**src/udp_axi_pkg.sv**
```systemverilog
package udp_axi_pkg;

    parameter int data_w  = 32;                 // udp word and axi data
    parameter int addr_w  = 32;
    parameter int len_w   = 8;
    parameter int id_w    = 2;
    parameter int burst_w = 2;
    parameter int resp_w  = 2;

    parameter logic [7:0] op_cmd  = 8'h00;      // command packet / valid pair
    parameter logic [7:0] op_data = 8'hFF;      // data packet marker

    parameter logic [resp_w-1:0] resp_okay = 2'b00;

    // field layout of one header pair, high word first
    typedef struct packed {
        logic [7:0]         opcode;             // 00 marks a live command
        logic [burst_w-1:0] burst;
        logic [id_w-1:0]    id;
        logic [2:0]         rsv_hi;
        logic               wr;                 // 1 write, 0 read
        logic [len_w-1:0]   len;                // beats minus one
        logic [7:0]         rsv_lo;
        logic [addr_w-1:0]  addr;               // low word of the pair
    } cmd_fields_t;

    // same 64 bits seen as a plain word, as stored in the address FIFOs
    typedef union packed {
        logic [63:0] raw;
        cmd_fields_t f;
    } cmd_hdr_t;

endpackage

```
**src/axi_addr_issue.sv**
```systemverilog
`timescale 1ns/1ps

module axi_addr_issue (
    input  logic                            gmii_rx_clk,
    input  logic                            rstn,
    input  logic                            cmd_empty,
    input  udp_axi_pkg::cmd_hdr_t           cmd_head,
    input  logic                            ready,
    output logic                            cmd_pop,
    output logic                            valid,
    output logic [udp_axi_pkg::addr_w-1:0]  addr,
    output logic [udp_axi_pkg::len_w-1:0]   len,
    output logic [udp_axi_pkg::burst_w-1:0] burst,
    output logic [udp_axi_pkg::id_w-1:0]    id
);

    logic idle;

    assign idle = !valid && !cmd_pop;           // nothing popped or held

    always_ff @(posedge gmii_rx_clk or negedge rstn) begin
        if (!rstn) begin
            cmd_pop <= 1'b0;
            valid   <= 1'b0;
        end else begin
            cmd_pop <= idle && !cmd_empty;      // one-cycle pop strobe
            if (cmd_pop) begin
                valid <= 1'b1;                  // head captured this edge
            end else if (valid && ready) begin
                valid <= 1'b0;                  // released on handshake only
            end
        end
    end

    // head is still on the FIFO output during the pop cycle
    always_ff @(posedge gmii_rx_clk) begin
        if (cmd_pop) begin
            addr  <= cmd_head.f.addr;
            len   <= cmd_head.f.len;
            burst <= cmd_head.f.burst;
            id    <= cmd_head.f.id;
        end
    end

    a_addr_stable: assert property (@(posedge gmii_rx_clk) disable iff (!rstn)
        valid && !ready |=> valid && $stable(addr))
        else $error("axi_addr_issue: addr or valid changed before handshake");

endmodule

```
**config.mk**
```make
export PLATFORM = sky130hd
export DESIGN_NAME = axi_addr_issue
export DESIGN_NICKNAME = d
export VERILOG_FILES = /design/src/udp_axi_pkg.sv /design/src/axi_addr_issue.sv
export SDC_FILE = /design/constraint.sdc
export NUM_CORES = 1
export LEC_CHECK = 0
export CORE_MARGIN = 5
export CORE_UTILIZATION = 30
export DETAILED_ROUTE_END_ITERATION = 8
export DONT_BUFFER_PORTS = 1
export GPL_TIMING_DRIVEN = 0
export SKIP_CTS_REPAIR_TIMING = 1
export SLEW_MARGIN = 30
export SYNTH_ARGS = -nofsm -noshare
export SYNTH_HDL_FRONTEND = slang
export SYNTH_SLANG_ARGS = --single-unit
```
**constraint.sdc**
```tcl
create_clock -name gmii_rx_clk -period 1.49 [get_ports gmii_rx_clk]
set_input_delay 0 -clock gmii_rx_clk [delete_from_list [all_inputs] [get_ports gmii_rx_clk]]
set_output_delay 0 -clock gmii_rx_clk [all_outputs]
set_load 0.05 [all_outputs]
```
==> flow_summary.ini <==
[run_status]
outcome = finished clean

[sta]
layout_min_cycle_time_ns = 1.28
skew_ns = 0.00530
hold_viol_final = 0
worst_slack_ns = 0.208
finalCritPeriodShare_pct = 86.0
tightest_slew_ns = 0.703
report.final.slew_viol_count = 0
finalSetupViolCount = 0
timing.fmax_mhz = 780
rsz0062_at_grt = no
slew_headroom_pct = 53.1

[clock_tree]
htreeDepth = 2
clk_latency_ns = 0.29
numCtsBuffers = 5
root_buffer = clkbuf_8
cts_buffer_depth = 2
cts.sinks = 46
cts_tree = built
path_clk_slew_ns = 0.08

[critical_path]
rr_endpoint = addr[30]
crit_type = reg -> reg
cp.required_ns = 1.41
r2r_cells = 0
r2r_setup_slack_ns = 0.21
crit_start = cmd_pop
cp.arrival_ns = 1.20
end_kind = flop
cp.depth = 0
path_max_fanout = 47
cp-endpoint = addr[30]
r2r-start = cmd_pop
crit_path_start_kind = flop

[floorplan]
floorplan.initialDensity_pct = 31.5
die_h_um = 78.1
row_count = 24
die_w_um = 78.1
core-area_sq_um = 4410
pin_count = 114
dieArea_sq_um = 6100

[cells_and_area]
final_core_util_pct = 46.0
diodes = 0
nets = 172
fin_cells = 157
drive_gt1_share_pct = 8.57
area_growth_pct = 45.7

[detailed_routing]
wl_met1_um = 896
wl_met3_um = 430
highest_layer = met4
drt.antenna.violating_nets = 0
drt_iter0_markers = 15
vias = 690
finalWirelength_mm = 2.75
firstDrtPassIters = 4
drc = 0
wl_met2_mm = 1.41
avgViaCountPerCell = 4.39
post_drt_wl_per_cell_um = 17.5

[min_path]
hold_path.class = in -> reg
min_path_cells = 2

[grt]
overflow = 0
grt_usage_pct = 7.58
grt_pass1_wl_mm = 3.35
antenna_found_initial = 0
grt_start_max_net_pins = 48
grt_pass1_vias = 616

[synth]
synth.avg_cell_area_sq_um = 28.4
ys_ff_latch = 46
synth.largest_area_cell = edfxtp_1
synthTopCellsByArea = edfxtp_1 (95%), dfrtp_1 (3.6%), nor3_2 (0.72%)
syn-cell-area_sq_um = 1390
yosysWarningCount = 0
synth_top_area_share_pct = 94.9
synth_nets = 117
netlist_instances = 49
synth_cell_types = 5
ys_seq_area_share_pct = 98.5

[place]
portBuffers = 0
place_ws_ns = 0.223
place.gp.congestion = 0.591
placed_cells_incl_taps = 101

[power_and_ir_drop]
ir_drop_v = 0.000692
powerDensity_nw_per_um2 = 1470
leakage_nw = 0.690
finalPower_w = 0.00299

[job]
max_cap_viol_count = 0
## cell usage in the layout (no fill, tap or decap)
cell type      synthesis  final
edfxtp_1              44     44
inv_1                  1      1
a21o_1                 1      1
dlygate4sd3_1          0     48
nor3_2                 1      1
dfrtp_4                0      1
clkbuf_8               0      5
clkbuf_1               0      1
clkinvlp_4             0      2
dfrtp_1                2      1
## how the worst min path moves through the flow
stage,startpoint,end,slack [ns]
after floorplan,rstn,cmd_pop,-0.30
after global placement,rstn,valid,-0.30
after detailed placement,rstn,valid,-0.30
after CTS,rstn,cmd_pop,-0.61
after global routing,cmd_head[8],addr[8],0.30
final,cmd_empty,cmd_pop,0.33
## sequential cells by signal (all words and copies together) (netlist names)
| register | flops |
|---|---|
| addr | 32 |
| valid | 1 |
| id | 2 |
| cmd_pop | 1 |
| burst | 2 |
| len | 8 |
## metal layers
metal,global-route usage [%],vias to the layer above
met2,11.2,63
met5,0,-
met4,3.55,0
met3,8.92,2
met1,5.92,324
li1,-,301
## power by group
part / leakage [nW] / total (W) / internal [W] / switching, W
combinational: 0.217 / 0.000113 / 0.0000902 / 0.0000228
clock: 0.0374 / 0.000703 / 0.000330 / 0.000374
sequential: 0.436 / 0.00217 / 0.00160 / 0.000568
total: 0.690 / 0.00299 / 0.00202 / 0.000965
## Yosys cell counts, drive strengths merged
library cell  instances
edfxtp               44
inv                   1
nor3                  1
a21o                  1
dfrtp                 2
## per-stage QoR
step           setup TNS, ns  hold WS (ns)  area [sq um]
6_report                   0         0.330          2030
5_1_grt                    0         0.304          2030
3_5_place_dp               0        -0.296          1460
3_3_place_gp          -0.796        -0.296          1460
2_1_floorplan              0        -0.296          1390
4_1_cts                    0        -0.614          1550
## final cells by class
class | count | area [sq um]
Clock buffer | 6 | 72.6
Clock inverter | 2 | 15.0
Fill cell | 371 | 2380
Inverter | 1 | 3.75
Multi-Input combinational cell | 2 | 17.5
Sequential cell | 46 | 1380
Tap cell | 52 | 65.1
Timing Repair Buffer | 48 | 480
## cells by family after synthesis
logic type	count (synthesis)	synth area share (%)
DFF	46	98.5
AOI/OAI and AO/OA	1	0.539
buffers and inverters	1	0.269
and+or+nand+nor	1	0.719
(Power assumes the default switching activity.)
