## src/sync_fifo.sv

```systemverilog
`timescale 1ns/1ps

module sync_fifo #(
    parameter int width = 32,
    parameter int depth = 16
) (
    input  logic             gmii_rx_clk,
    input  logic             rstn,
    input  logic             push,
    input  logic             pop,
    input  logic [width-1:0] din,
    output logic [width-1:0] dout,
    output logic             empty,
    output logic             full
);

    localparam int ptr_w = (depth > 1) ? $clog2(depth) : 1;
    localparam int cnt_w = $clog2(depth + 1);

    logic [width-1:0] mem [depth];
    logic [ptr_w-1:0] wr_ptr;
    logic [ptr_w-1:0] rd_ptr;
    logic [cnt_w-1:0] count;

    assign empty = (count == '0);
    assign full  = (count == cnt_w'(depth));
    assign dout  = mem[rd_ptr];                 // head shows while not empty

    always_ff @(posedge gmii_rx_clk) begin
        if (push) begin
            mem[wr_ptr] <= din;
        end
    end

    always_ff @(posedge gmii_rx_clk or negedge rstn) begin
        if (!rstn) begin
            wr_ptr <= '0;
            rd_ptr <= '0;
            count  <= '0;
        end else begin
            if (push) begin
                wr_ptr <= (wr_ptr == ptr_w'(depth - 1)) ? '0 : wr_ptr + 1'b1;
            end
            if (pop) begin
                rd_ptr <= (rd_ptr == ptr_w'(depth - 1)) ? '0 : rd_ptr + 1'b1;
            end
            case ({push, pop})
                2'b10:   count <= count + 1'b1;
                2'b01:   count <= count - 1'b1;
                default: count <= count;    // both or neither
            endcase
        end
    end

    // overflow is not handled in the datapath, so it must never happen
    a_no_push_full: assert property (@(posedge gmii_rx_clk) disable iff (!rstn)
        push |-> !full)
        else $error("sync_fifo: push while full");

    a_no_pop_empty: assert property (@(posedge gmii_rx_clk) disable iff (!rstn)
        pop |-> !empty)
        else $error("sync_fifo: pop while empty");

endmodule

```

## config.mk

```make
export PLATFORM = sky130hd
export DESIGN_NAME = sync_fifo
export DESIGN_NICKNAME = d
export VERILOG_FILES = /design/src/sync_fifo.sv
export SDC_FILE = /design/constraint.sdc
export NUM_CORES = 1
export LEC_CHECK = 0
export BUFFER_PORTS_ARGS = -buffer_cell sky130_fd_sc_hd__buf_4
export CAP_MARGIN = 20
export CELL_PAD_IN_SITES_DETAIL_PLACEMENT = 1
export CELL_PAD_IN_SITES_GLOBAL_PLACEMENT = 1
export CORE_MARGIN = 2
export CORE_UTILIZATION = 52
export DETAILED_ROUTE_END_ITERATION = 7
export GPL_ROUTABILITY_DRIVEN = 0
export HOLD_SLACK_MARGIN = 0.15
export MAX_ROUTING_LAYER = met4
export PLACE_DENSITY_LB_ADDON = 0.1
export SYNTH_ARGS = -nofsm -noshare
export SYNTH_HDL_FRONTEND = slang
export SYNTH_SLANG_ARGS = --single-unit
```

## constraint.sdc

```tcl
create_clock -name gmii_rx_clk -period 10.3 [get_ports gmii_rx_clk]
set_clock_uncertainty 0.05 [all_clocks]
set_input_delay 1.03 -clock gmii_rx_clk [delete_from_list [all_inputs] [get_ports gmii_rx_clk]]
set_output_delay 1.03 -clock gmii_rx_clk [all_outputs]
set_load 0.1 [all_outputs]
```

==> run_results.csv <==
group,metric,value,unit
clock_network,cts-buffers-inserted,52,
clock_network,clockBufferDepth,3,
worst_setup_path,critPathMaxFanout,42,
synthesis,synth_compound_area_share,2.38,%
clock_network,cts_resized,0,
floorplan,die_w,200,um
timing,finalSetupViolations,0,
hold_path,min_path_type,"in2async",
detailed_routing,drt-initial-drc-count,630,
synthesis,yosysMostFrequentCell,"edfxtp_1",
clock_network,clkTransAtPathRegs,60,ps
timing,hold_viol_final,0,
timing,rsz0062_at_grt,"no",
cells_and_area,fillers,3115,
detailed_routing,num_vias,9252,
synthesis,synthAdderAreaFrac,0.565,%
timing,fin_crit_sh,46.0,%
clock_network,cts_sinks,525,
worst_setup_path,cp.arrival,3660,ps
power_and_ir_drop,clockPowerShare,26.7,%
cells_and_area,area_growth,13.8,%
power_and_ir_drop,p_int,0.00415,W
synthesis,async_flop_share,2.48,%
synthesis,yosysSeqAreaShare,78.7,%
clock_network,hold_buffers,0,
worst_setup_path,crit_top_cell,"buf_4",
global_route,grt_max_degree,70,
placement,io_buffers,69,
detailed_routing,dr.pass1.iters,5,
clock_network,cts-root-buf,"clkbuf_16",
worst_setup_path,slowest_stage,"dfrtp_4",
clock_network,clk_latency,580,ps
cells_and_area,instances_no_fill,1535,
detailed_routing,postRouteWirelength,43400,um
worst_setup_path,r2r_cells,5,
synthesis,synth_mux_area_share,14.6,%
global_route,grt_first_pass_wirelength,64800,um
power_and_ir_drop,vdd_drop_max,0.000217,V
worst_setup_path,slowest_delay,950,ps
worst_setup_path,end_kind,"output port",
synthesis,netlist_instances,890,
synthesis,synthDistinctLibCells,32,
clock_network,postCtsSetupRepairBufs,0,
floorplan,die_h,200,um
worst_setup_path,crit_type,"reg2out",
synthesis,yosysWarnings,0,
detailed_routing,wl_met3,2470,um
floorplan,die_area,39900,um2
worst_setup_path,crit_chain,"buf_4 -> mux4_2 -> o22ai_1 -> nor2_1 -> buf_4",
worst_setup_path,cp-start-kind,"flip-flop",
synthesis,yosys.area.top_type,"edfxtp_1",
synthesis,synth_xor_area_share,0.351,%
status,outcome,"complete, no violations",
synthesis,netlist_area,19900,um2
worst_setup_path,worstPathRequired,9220,ps
synthesis,synth_nets,935,
detailed_routing,dr_wl_met2,21900,um
clock_network,cts_tree,"built",
global_route,antenna_found_initial,0,
synthesis,synth_flop_cell,"edfxtp_1",
clock_network,htreeDepth,2,
power_and_ir_drop,pwr-share-comb,33.3,%
synthesis,yosys-top-cells-area,"edfxtp_1 (77%), mux4_2 (14%), o22ai_1 (2.0%)",
synthesis,synth-edff-count,512,
global_route,groute.usage.overall,23.6,%
cells_and_area,drive_above_1_share,30.1,%
timing,min_period,4740,ps
placement,placed_cells,1440,
detailed_routing,met1_length,17900,um
power_and_ir_drop,p_sw_share,37.0,%
worst_setup_path,path_buf_inv,2,
global_route,grt_pass1_vias,10200,
synthesis,synth_top_family_by_area,"multiplexers",
global_route,gr-total-overflow,0,
floorplan,core_area,37800,um2
worst_setup_path,crit_family,"buffers and inverters",
synthesis,synth_top_cells_by_count,"edfxtp_1 (512), mux4_2 (128), o22ai_1 (64), nor2_1 (50), clkbuf_1 (27)",
timing,maxSlewHeadroom,23.5,%
power_and_ir_drop,p_switching,0.00244,W
synthesis,synthSimpleGateAreaFrac,1.89,%
job,maxCapViolCount,0,
detailed_routing,via_per_inst,6.03,
timing,whs,242,ps
cells_and_area,antennaDiodeCount,0,
detailed_routing,wl_per_cell,28.3,um
detailed_routing,ant_nets,0,
timing,slew_violations,0,
power_and_ir_drop,power.leakage,7.19,nW
detailed_routing,drc,0,
power_and_ir_drop,p_per_area,290,nW/um2
floorplan,start_util,52.8,%
synthesis,syn_avg_cell_area,22.4,um2
synthesis,ys_ff_latch,525,
timing,fmax,0.211,GHz
worst_setup_path,crit_cells,5,
cells_and_area,fin_nets,1029,
floorplan,ios,70,
power_and_ir_drop,seq_power_share,40.0,%
synthesis,synth_top_area_share,77.1,%
placement,post-dp-hpwl,23400,um
floorplan,std_cell_rows,71,
timing,fin_tns_setup,0,ps
detailed_routing,top_layer_used,"met4",
timing,worst_pin_slew,1150,ps
==> area by class of cell <==
class	count	area (um2)	area share (%)
Sequential cell	525	15700	69.2
Tap cell	511	639	2.82
Multi-Input combinational cell	311	4070	17.9
Clock inverter	24	195	0.860
Clock buffer	70	1370	6.03
Timing Repair Buffer	91	703	3.10
Inverter	3	11.3	0.0496
==> final timing paths <==
| check | startpoint | end | slack (ps) |
|---|---|---|---|
| setup / recovery | rd_ptr[0] | dout[20] | 5560 |
| hold / removal | rstn | wr_ptr[1] | 240 |
| setup reg to reg | wr_ptr[0] | mem[12][24] | 7790 |
| hold reg to reg | count[4] | count[4] | 440 |
| max in group asynchronous | rstn | rd_ptr[0] | 9770 |
| min in group gmii_rx_clk | count[4] | count[4] | 440 |
==> registers in the layout, indices dropped and copies added (netlist names) <==
name    flops
mem       512
rd_ptr      4
count       5
wr_ptr      4
==> logic make-up (layout without fill, tap and decap cells) <==
group	count (synthesis)	in the layout
buf+inv	54	188
fa+ha+maj	9	9
compound gates	77	77
xor+xnor	8	8
flops	525	525
simple gates	86	86
mux	131	131
==> cells in the final DEF, fill, tap and decap left out, drive strengths merged, types with 9 or more instances in the layout <==
master and instances:
nand2 14, buf 91, ha 9, o22ai 64, mux4 128, dfrtp 13, clkinv 20, edfxtp 512
nor2 50, clkbuf 70
==> metal layers <==
layer,GRT usage [%],up-vias
li1,-,3949
met1,30.8,4923
met2,38.1,295
met3,3.93,85
met4,7.96,0
met5,-,-
==> power by group through the flow <==
| stage | logic (W) | registers [W] | clock network (W) |
|---|---|---|---|
| global placement | 0.00217 | 0.00266 | 0 |
| detailed placement | 0.00221 | 0.00268 | 0 |
| global route | 0.00230 | 0.00265 | 0.00187 |
| finish | 0.00219 | 0.00263 | 0.00176 |
| floorplan | 0.00168 | 0.00262 | 0 |
| CTS | 0.00222 | 0.00264 | 0.00179 |
==> worst reg2reg max path: cells and delay by family, from the launching register on <==
| family | cells | cell delay, ps |
|---|---|---|
| simple gates | 2 | 810 |
| buf+inv | 2 | 700 |
| fa+ha+maj | 1 | 180 |
| flops | 1 | 410 |
==> per-stage QoR <==
step	power [W]	utilization (%)	setup WS (ps)	area [um2]
after floorplan	0.00431	-	6120	19900
after global placement	0.00483	55.9	6010	21100
after detailed placement	0.00489	55.9	5990	21100
after CTS	0.00664	60.0	5360	22700
after global routing	0.00682	60.1	5290	22700
final	0.00658	60.1	5560	22700
Power figures use the tool's default switching activity.
