### config.mk
export PLATFORM = sky130hd
export DESIGN_NAME = udp_cmd_ctrl
export DESIGN_NICKNAME = d
export VERILOG_FILES = /design/src/udp_axi_pkg.sv /design/src/udp_cmd_ctrl.sv
export SDC_FILE = /design/constraint.sdc
export NUM_CORES = 1
export LEC_CHECK = 0
export ABC_AREA = 1
export BUFFER_PORTS_ARGS = -buffer_cell sky130_fd_sc_hd__buf_4
export CAP_MARGIN = 20
export CORE_MARGIN = 2
export CORE_UTILIZATION = 43
export DETAILED_ROUTE_END_ITERATION = 10
export GPL_ROUTABILITY_DRIVEN = 0
export GPL_TIMING_DRIVEN = 1
export PLACE_DENSITY_LB_ADDON = 0.2
export REMOVE_ABC_BUFFERS = 1
export SYNTH_ARGS = -nofsm -noshare
export SYNTH_HDL_FRONTEND = slang
export SYNTH_SLANG_ARGS = --single-unit
### constraint.sdc
create_clock -name gmii_rx_clk -period 2.08 [get_ports gmii_rx_clk]
set_input_delay 0.208 -clock gmii_rx_clk [delete_from_list [all_inputs] [get_ports gmii_rx_clk]]
set_output_delay 0.208 -clock gmii_rx_clk [all_outputs]
set_load 0.05 [all_outputs]
### src/udp_axi_pkg.sv
package udp_axi_pkg;

    parameter int data_w  = 32;                 // udp word and axi data
    parameter int addr_w  = 32;
    parameter int len_w   = 8;
    parameter int id_w    = 2;
    parameter int burst_w = 2;
    parameter int resp_w  = 2;

    parameter logic [7:0] op_cmd  = 8'h00;      // command packet / valid pair
    parameter logic [7:0] op_data = 8'hFF;      // data packet marker

    parameter logic [resp_w-1:0] resp_okay = 2'b00;

    // field layout of one header pair, high word first
    typedef struct packed {
        logic [7:0]         opcode;             // 00 marks a live command
        logic [burst_w-1:0] burst;
        logic [id_w-1:0]    id;
        logic [2:0]         rsv_hi;
        logic               wr;                 // 1 write, 0 read
        logic [len_w-1:0]   len;                // beats minus one
        logic [7:0]         rsv_lo;
        logic [addr_w-1:0]  addr;               // low word of the pair
    } cmd_fields_t;

    // same 64 bits seen as a plain word, as stored in the address FIFOs
    typedef union packed {
        logic [63:0] raw;
        cmd_fields_t f;
    } cmd_hdr_t;

endpackage

### src/udp_cmd_ctrl.sv
`timescale 1ns/1ps

module udp_cmd_ctrl (
    input  logic                           gmii_rx_clk,
    input  logic                           rstn,
    input  logic                           udp_rx_en,
    input  logic                           udp_rx_done,
    input  logic [udp_axi_pkg::data_w-1:0] udp_rx_data,
    input  logic                           aw_full,
    input  logic                           ar_full,
    input  logic                           wd_full,
    output logic                           aw_push,
    output logic                           ar_push,
    output udp_axi_pkg::cmd_hdr_t          aw_cmd,
    output udp_axi_pkg::cmd_hdr_t          ar_cmd,
    output logic                           wd_push,
    output logic                           wd_last,
    output logic [udp_axi_pkg::data_w-1:0] wd_word
);

    localparam logic [1:0] st_idle = 2'd0;
    localparam logic [1:0] st_cmd  = 2'd1;
    localparam logic [1:0] st_data = 2'd2;

    logic [1:0]                     state;
    logic                           sop;        // next word opens a packet
    logic                           lo_next;    // next word is an address word
    logic [udp_axi_pkg::data_w-1:0] hi_word;
    logic [7:0]                     top_byte;
    udp_axi_pkg::cmd_hdr_t          pair_hdr;
    udp_axi_pkg::cmd_hdr_t          cmd_q;

    assign top_byte = udp_rx_data[udp_axi_pkg::data_w-1 -: 8];

    always_comb begin
        pair_hdr.raw = {hi_word, udp_rx_data};  // held high word + current low
    end

    // one command register feeds both address FIFOs, the push picks the target
    assign aw_cmd = cmd_q;
    assign ar_cmd = cmd_q;

    always_ff @(posedge gmii_rx_clk or negedge rstn) begin
        if (!rstn) begin
            state   <= st_idle;
            sop     <= 1'b1;
            lo_next <= 1'b0;
            aw_push <= 1'b0;
            ar_push <= 1'b0;
            wd_push <= 1'b0;
        end else begin
            aw_push <= 1'b0;
            ar_push <= 1'b0;
            wd_push <= 1'b0;
            if (udp_rx_done) begin
                sop <= 1'b1;
            end else if (udp_rx_en) begin
                sop <= 1'b0;
            end
            case (state)
                st_idle: begin
                    // words after an unknown first byte are skipped until done
                    if (udp_rx_en && sop && !udp_rx_done) begin
                        if (top_byte == udp_axi_pkg::op_cmd) begin
                            state   <= st_cmd;
                            lo_next <= 1'b1;    // first word was the high word
                        end else if (top_byte == udp_axi_pkg::op_data) begin
                            state <= st_data;   // marker is not forwarded
                        end
                    end
                end
                st_cmd: begin
                    if (udp_rx_en) begin
                        lo_next <= !lo_next;
                        if (lo_next && pair_hdr.f.opcode == udp_axi_pkg::op_cmd) begin
                            aw_push <= pair_hdr.f.wr;
                            ar_push <= !pair_hdr.f.wr;
                        end
                    end
                    if (udp_rx_done) begin
                        state   <= st_idle;
                        lo_next <= 1'b0;        // odd trailing word is dropped
                    end
                end
                st_data: begin
                    wd_push <= udp_rx_en;
                    if (udp_rx_done) begin
                        state <= st_idle;
                    end
                end
                default: state <= st_idle;
            endcase
        end
    end

    always_ff @(posedge gmii_rx_clk) begin
        if (udp_rx_en && !lo_next) begin
            hi_word <= udp_rx_data;
        end
        if (udp_rx_en && lo_next) begin
            cmd_q <= pair_hdr;
        end
        if (udp_rx_en) begin
            wd_word <= udp_rx_data;
            wd_last <= udp_rx_done;             // packet end tags the last beat
        end
    end

    // the UDP side has no back-pressure, so a full FIFO here is a lost word
    a_push_not_full: assert property (@(posedge gmii_rx_clk) disable iff (!rstn)
        !(aw_push && aw_full) && !(ar_push && ar_full) && !(wd_push && wd_full))
        else $error("udp_cmd_ctrl: push into a full FIFO");

endmodule
==> flow_metrics.tcl, run 1 <==
set metrics [dict create \
    outcome "finished clean" \
    layout_setup_ws_ns 0.699 \
    n_antenna_cell 0 \
    clock_latency_ns 0.50 \
    drt_iter0_drc 115 \
    overflow 0 \
    max_stage_delay_ns 0.45 \
    critPathRequiredTime_ns 2.23 \
    hold_class "primary input to async pin" \
    drive_above_1_share_pct 51.3 \
    synthArstFlopShare_pct 5.15 \
    syn_inst 256 \
    yosysTopAreaCell "edfxtp_1" \
    die_y_um 110 \
    slowest_stage "dfrtp_1" \
    reg2reg_depth 3 \
    worst_r2r_endpoint "ar_cmd[23]$_DFFE_PP_" \
    root_buffer "clkbuf_8" \
    start_util_pct 44.1 \
    cp.depth 3 \
    fp.dieArea_mm2 0.0120 \
    ys_seq_area_share_pct 84.3 \
    hold_viol 0 \
    dp_slack_ns 0.687 \
    place_inst 536 \
    worst-r2r-setup-slack_ns 0.70 \
    clock_skew_ns 0.00592 \
    port_buffers 199 \
    r2r_start "lo_next$_DFFE_PN0P_" \
    wl_per_cell_um 15.4 \
    coreArea_mm2 0.0109 \
    syn_area_mm2 0.00480 \
    synth_ff_type "edfxtp_1" \
    fmax_ghz 0.724 \
    relSlewSlack_pct 68.3 \
    fp.dieW_um 110 \
    yosys_warnings 0 \
    clock_path_buffers 2 \
    syn_area_per_cell_um2 18.8 \
    total_power_mw 9.17 \
    critPathMaxFanout 33 \
    setup_viol 0 \
    antenna_left 0 \
    crit_buf_inv 2 \
    dpl.hpwl_um 6250 \
    grt_antenna_before_repair 0 \
    synth.area.top_cells "edfxtp_1, buf_4, dfrtp_1, nand2_1, ha_1" \
    post-route-period-util_pct 66.4 \
    syn_to_final_growth_pct 46.0 \
    fin_crit_ns 1.38 \
    netlist.area_leader.share_pct 80.7 \
    postCtsHoldBufs 34 \
    criticalPathCategory "flip-flop to flip-flop" \
    ys_types 17 \
    grt_pass1_vias 2553 \
    worst_slew_pin_slew_ns 0.476 \
    synth-seq-cells 136 \
    drc 0 \
    drv_slew 0 \
    clk_pin_slew_ns 0.06 \
    p_leak_nw 2.88 \
    htree_levels 4 \
    crit_family "buffers and inverters" \
    arrival_ns 1.53 \
    vias_per_cell 4.39 \
    irDropWorstVdd_mv 0.612 \
    route.final.wire_length_um 9280 \
    clkSinkCount 136 \
    cts_made_buffers 17 \
    num_vias 2643 \
    crit_path_start "lo_next$_DFFE_PN0P_" \
    drt_pass1_iterations 4 \
    nets 491 \
    grt_use_total_pct 15.7 \
    nFillCells 800 \
    grt_pass1_wl_um 13500 \
    yosysMostFrequentCell "edfxtp_1" \
    power_density_mw_per_mm2 1310 \
    cts_resized 0 \
    synth-edff-count 129 \
    rsz0062_at_grt "no" \
    grt_max_degree 34 \
    cp-end-kind "flip-flop" \
    num_rows 38 \
    cp-start-kind "flip-flop" \
    synthTopCellsByCount "edfxtp_1, buf_4, nand2_1" \
    io_pins 203 \
    path_cells "nand2_1, inv_2, buf_4" \
    cts_tree "done" \
    cts_setup_buffers 0 \
    final_cells 602 \
    drv_cap 0 \
]
==> kinds of logic (layout without fill, tap and decap cells) <==
family / after synthesis / in the layout / synth area share [%]
DFF: 136 / 136 / 84.3
buffers and inverters: 73 / 279 / 10.7
and+or+nand+nor: 39 / 39 / 3.49
AOI/OAI and AO/OA: 5 / 5 / 0.677
adders and majority gates: 3 / 3 / 0.782
==> worst max path at each step <==
stage	endpoint	slack [ns]
finish	ar_cmd[23]$_DFFE_PP_	0.70
floorplan	hi_word[0]$_DFFE_PP_	-0.12
global placement	ar_cmd[1]$_DFFE_PP_	0.71
CTS	ar_cmd[8]$_DFFE_PP_	0.67
global route	state[0]$_DFFE_PN0P_	0.57
detailed placement	ar_cmd[34]$_DFFE_PP_	0.69
==> layout by cell type, fill, tap and decap left out, drive strengths merged <==
master       instances
dfrtp                6
o21ai                3
a21boi               1
nor3                 2
edfxtp             129
clkinv               3
nand4                3
buf                204
ha                   3
nand3                5
dlygate4sd3         34
inv                 10
dfstp                1
clkbuf              21
clkinvlp             2
nor4                 1
nand2               17
and2                 1
nor2                10
bufinv               5
a31oi                1
==> flip-flops by register name, indices dropped and copies added, names as in the netlist <==
register / cells
wd_word: 32
sop: 1
wd_last: 1
lo_next: 1
aw_push: 1
ar_cmd: 64
state: 2
wd_push: 1
ar_push: 1
hi_word: 32
==> per-stage QoR <==
stage	instance area [µm²]	util (%)	hold WS, ns	setup TNS (ns)
global route	7010	64.4	0.0176	0
detailed placement	6040	55.4	0.0293	0
finish	7010	64.4	0.0427	0
floorplan	4320	-	-0.0876	-4.68
global placement	6040	55.4	0.0275	0
CTS	7010	64.4	0.0186	0
==> layout make-up <==
class | instances | area (µm²) | area share (%)
Sequential cell | 136 | 4050 | 57.8
Tap cell | 140 | 175 | 2.50
Multi-Input combinational cell | 47 | 245 | 3.50
Inverter | 9 | 33.8 | 0.482
Timing Repair Buffer | 238 | 1870 | 26.7
Clock buffer | 21 | 439 | 6.26
Clock inverter | 11 | 196 | 2.80
==> worst reg2reg max path, cell delays in order, from the launching register on <==
cell and delay [ns]:
dfrtp_1 0.45, nand2_1 0.09, inv_2 0.06, buf_4 0.40
==> routing by layer <==
layer	part of all wire, %	GRT usage (%)	vias to the layer above
met1	39	18.1	1250
met3	6.7	5.28	9
met4	0.83	5.42	0
li1	-	-	1254
met2	53	27.3	130
met5	0	0	-
==> power breakdown <==
part	internal [mW]	switching, mW
clock	2.10	1.05
combinational	0.603	1.77
sequential	3.48	0.165
No activity file was read; power rests on OpenSTA's default activity.
==> run 2: changes to the inputs <==
--- a/config.mk
+++ b/config.mk
@@ -9,7 +9,7 @@
 export BUFFER_PORTS_ARGS = -buffer_cell sky130_fd_sc_hd__buf_4
 export CAP_MARGIN = 20
 export CORE_MARGIN = 2
-export CORE_UTILIZATION = 43
+export CORE_UTILIZATION = 47
 export DETAILED_ROUTE_END_ITERATION = 10
 export GPL_ROUTABILITY_DRIVEN = 0
 export GPL_TIMING_DRIVEN = 1
==> constraint.sdc (replaced) <==
create_clock -name gmii_rx_clk -period 1.38 [get_ports gmii_rx_clk]
set_input_delay 0.138 -clock gmii_rx_clk [delete_from_list [all_inputs] [get_ports gmii_rx_clk]]
set_output_delay 0.138 -clock gmii_rx_clk [all_outputs]
set_load 0.05 [all_outputs]
==> run 2 against run 1 <==
  * Final cell count decreased by 0.83%
  * Sequential share of layout area decreased by 0.69 points
  * Clock skew increased by 0.00078 ns
  * Hold slack improved by 0.074 ns
  * Sequential power increased by 50%
==> flow_metrics.tcl, run 2 (synthesis results as in run 1) <==
set metrics [dict create \
    drt_iter0_drc 90 \
    fin_crit_ns 1.35 \
    grt_pass1_vias 2709 \
    outcome "finished clean" \
    critPathMaxFanout 3 \
    largest_reg_flops 64 \
    clock_skew_ns 0.00670 \
    multi_input_area_um2 278 \
    fp.dieW_um 105 \
    final_cell_mix "buf_4, edfxtp_1, dlygate4sd3_1, clkbuf_16, nand2_1" \
    overflow 0 \
    timing.hold.ws_ns 0.117 \
    clock_path_buffers 2 \
    comb_power_share_pct 26.8 \
    die_y_um 105 \
    grt_use_total_pct 17.6 \
    port_buffers 199 \
    cts_made_buffers 17 \
    io_pins 203 \
    htree_levels 4 \
    drc 0 \
    dp_slack_ns 0.0346 \
    placed_area_mm2 0.00609 \
    critPathRequiredTime_ns 1.77 \
    num_rows 36 \
    wl_per_cell_um 16.5 \
    vias_per_cell 4.62 \
    irDropWorstVdd_mv 1.23 \
    hold_class "primary input to async pin" \
    drive_above_1_share_pct 53.0 \
    fmax_ghz 0.743 \
    drv_cap 0 \
    n_antenna_cell 0 \
    layout_commonest_cell "buf_4" \
    layout_setup_ws_ns 0.0344 \
    p_leak_nw 2.91 \
    cp-end-kind "flip-flop" \
    fp.dieArea_mm2 0.0110 \
    cts_tree "done" \
    p_seq_share_pct 39.7 \
    switching_power_mw 4.61 \
    grt_max_degree 37 \
    route.final.wire_length_um 9840 \
    grt_pass1_wl_um 14400 \
    p_sw_share_pct 33.4 \
    setup_viol 0 \
    clkSinkCount 136 \
    nets 493 \
    criticalPathCategory "flip-flop to flip-flop" \
    post-route-period-util_pct 97.5 \
    clk_pin_slew_ns 0.06 \
    root_buffer "clkbuf_8" \
    p_clk_share_pct 33.5 \
    relSlewSlack_pct 80.6 \
    power_density_mw_per_mm2 1950 \
    hold_viol 0 \
    grt_antenna_before_repair 0 \
    fin_area_mm2 0.00710 \
    dpl.hpwl_um 6190 \
    register_area_mm2 0.00405 \
    worst_slew_pin_slew_ns 0.290 \
    arrival_ns 1.74 \
    clock_latency_ns 0.50 \
    coreArea_mm2 0.00986 \
    start_util_pct 48.7 \
    antenna_left 0 \
    p_int_mw 9.21 \
    drv_slew 0 \
    num_vias 2760 \
    cp-start-kind "flip-flop" \
    syn_to_final_growth_pct 47.8 \
    nFillCells 628 \
    drt_pass1_iterations 4 \
]
==> run 2: cell count changes in the layout (fill, tap and decap cells not counted), sizes merged <==
cell / change
bufinv: -1
dlygate4sd3: +2
clkbuf: -2
inv: +3
==> run 2: worst paths after layout <==
| path | startpoint | end | slack [ns] | cells past startpoint |
|---|---|---|---|---|
| min in group gmii_rx_clk | udp_rx_data[22] | hi_word[22]$_DFFE_PP_ | 0.38 | 2 |
| worst min-delay path | rstn | sop$_DFFE_PN1N_ | 0.12 | 2 |
| worst max register to register | state[0]$_DFFE_PN0P_ | state[1]$_DFFE_PN0P_ | 0.03 | 6 |
| worst max-delay path | state[0]$_DFFE_PN0P_ | state[1]$_DFFE_PN0P_ | 0.03 | 6 |
| worst min register to register | hi_word[12]$_DFFE_PP_ | ar_cmd[44]$_DFFE_PP_ | 0.41 | 0 |
| max in group asynchronous | rstn | ar_push$_DFF_PN0_ | 0.55 | 3 |
==> run 2: critical path: stages, from the launching register on <==
cell	delay [ns]
dfrtp_1	0.41
inv_2	0.11
ha_4	0.21
nand2_2	0.06
a21boi_4	0.21
nand2_2	0.08
and2_4	0.16
==> run 2: power by group through the flow <==
stage	logic [mW]	clock network, mW	registers (mW)
2_1_floorplan	0.253	0	7.61
3_3_place_gp	3.61	0	5.55
3_5_place_dp	3.62	0	5.57
4_1_cts	3.70	4.71	5.49
5_1_grt	3.82	4.89	5.55
6_report	3.70	4.62	5.49
==> run 2: what timing repair did <==
item / in CTS / in global routing
endpoints found under the setup margin: 0 / 2
gates resized for setup: 0 / 9
hold buffers: 36 / 0
endpoints found under the hold margin: 106 / 0
buffers inserted: 0 / 0
==> run 2: layout make-up <==
cell class,count,share of cell area [%]
Inverter,9,0.476
Tap cell,133,2.34
Clock inverter,13,2.72
Multi-Input combinational cell,47,3.91
Timing Repair Buffer,240,27.5
Clock buffer,19,5.94
Sequential cell,136,57.1
==> run 2: per-layer routing <==
layer  track usage (%)  routed length, µm  up-vias  part of all wire, %
li1                  -                  -     1253                    -
met1              19.9               3810     1347                   39
met4              5.71                105        0                  1.1
met2              31.1               5280      150                   54
met3              5.93                645       10                  6.6
met5                 0                  0        -                    0
==> run 2: per-stage QoR <==
stage	TNS (ns)	util (%)	std cells	total power, mW
after floorplan	-71.88	-	192	7.86
after detailed placement	0	61.7	529	9.19
after CTS	0	71.6	597	13.9
after global routing	-0.0176	71.9	597	14.3
final	0	71.9	597	13.8
after global placement	0	61.7	529	9.16
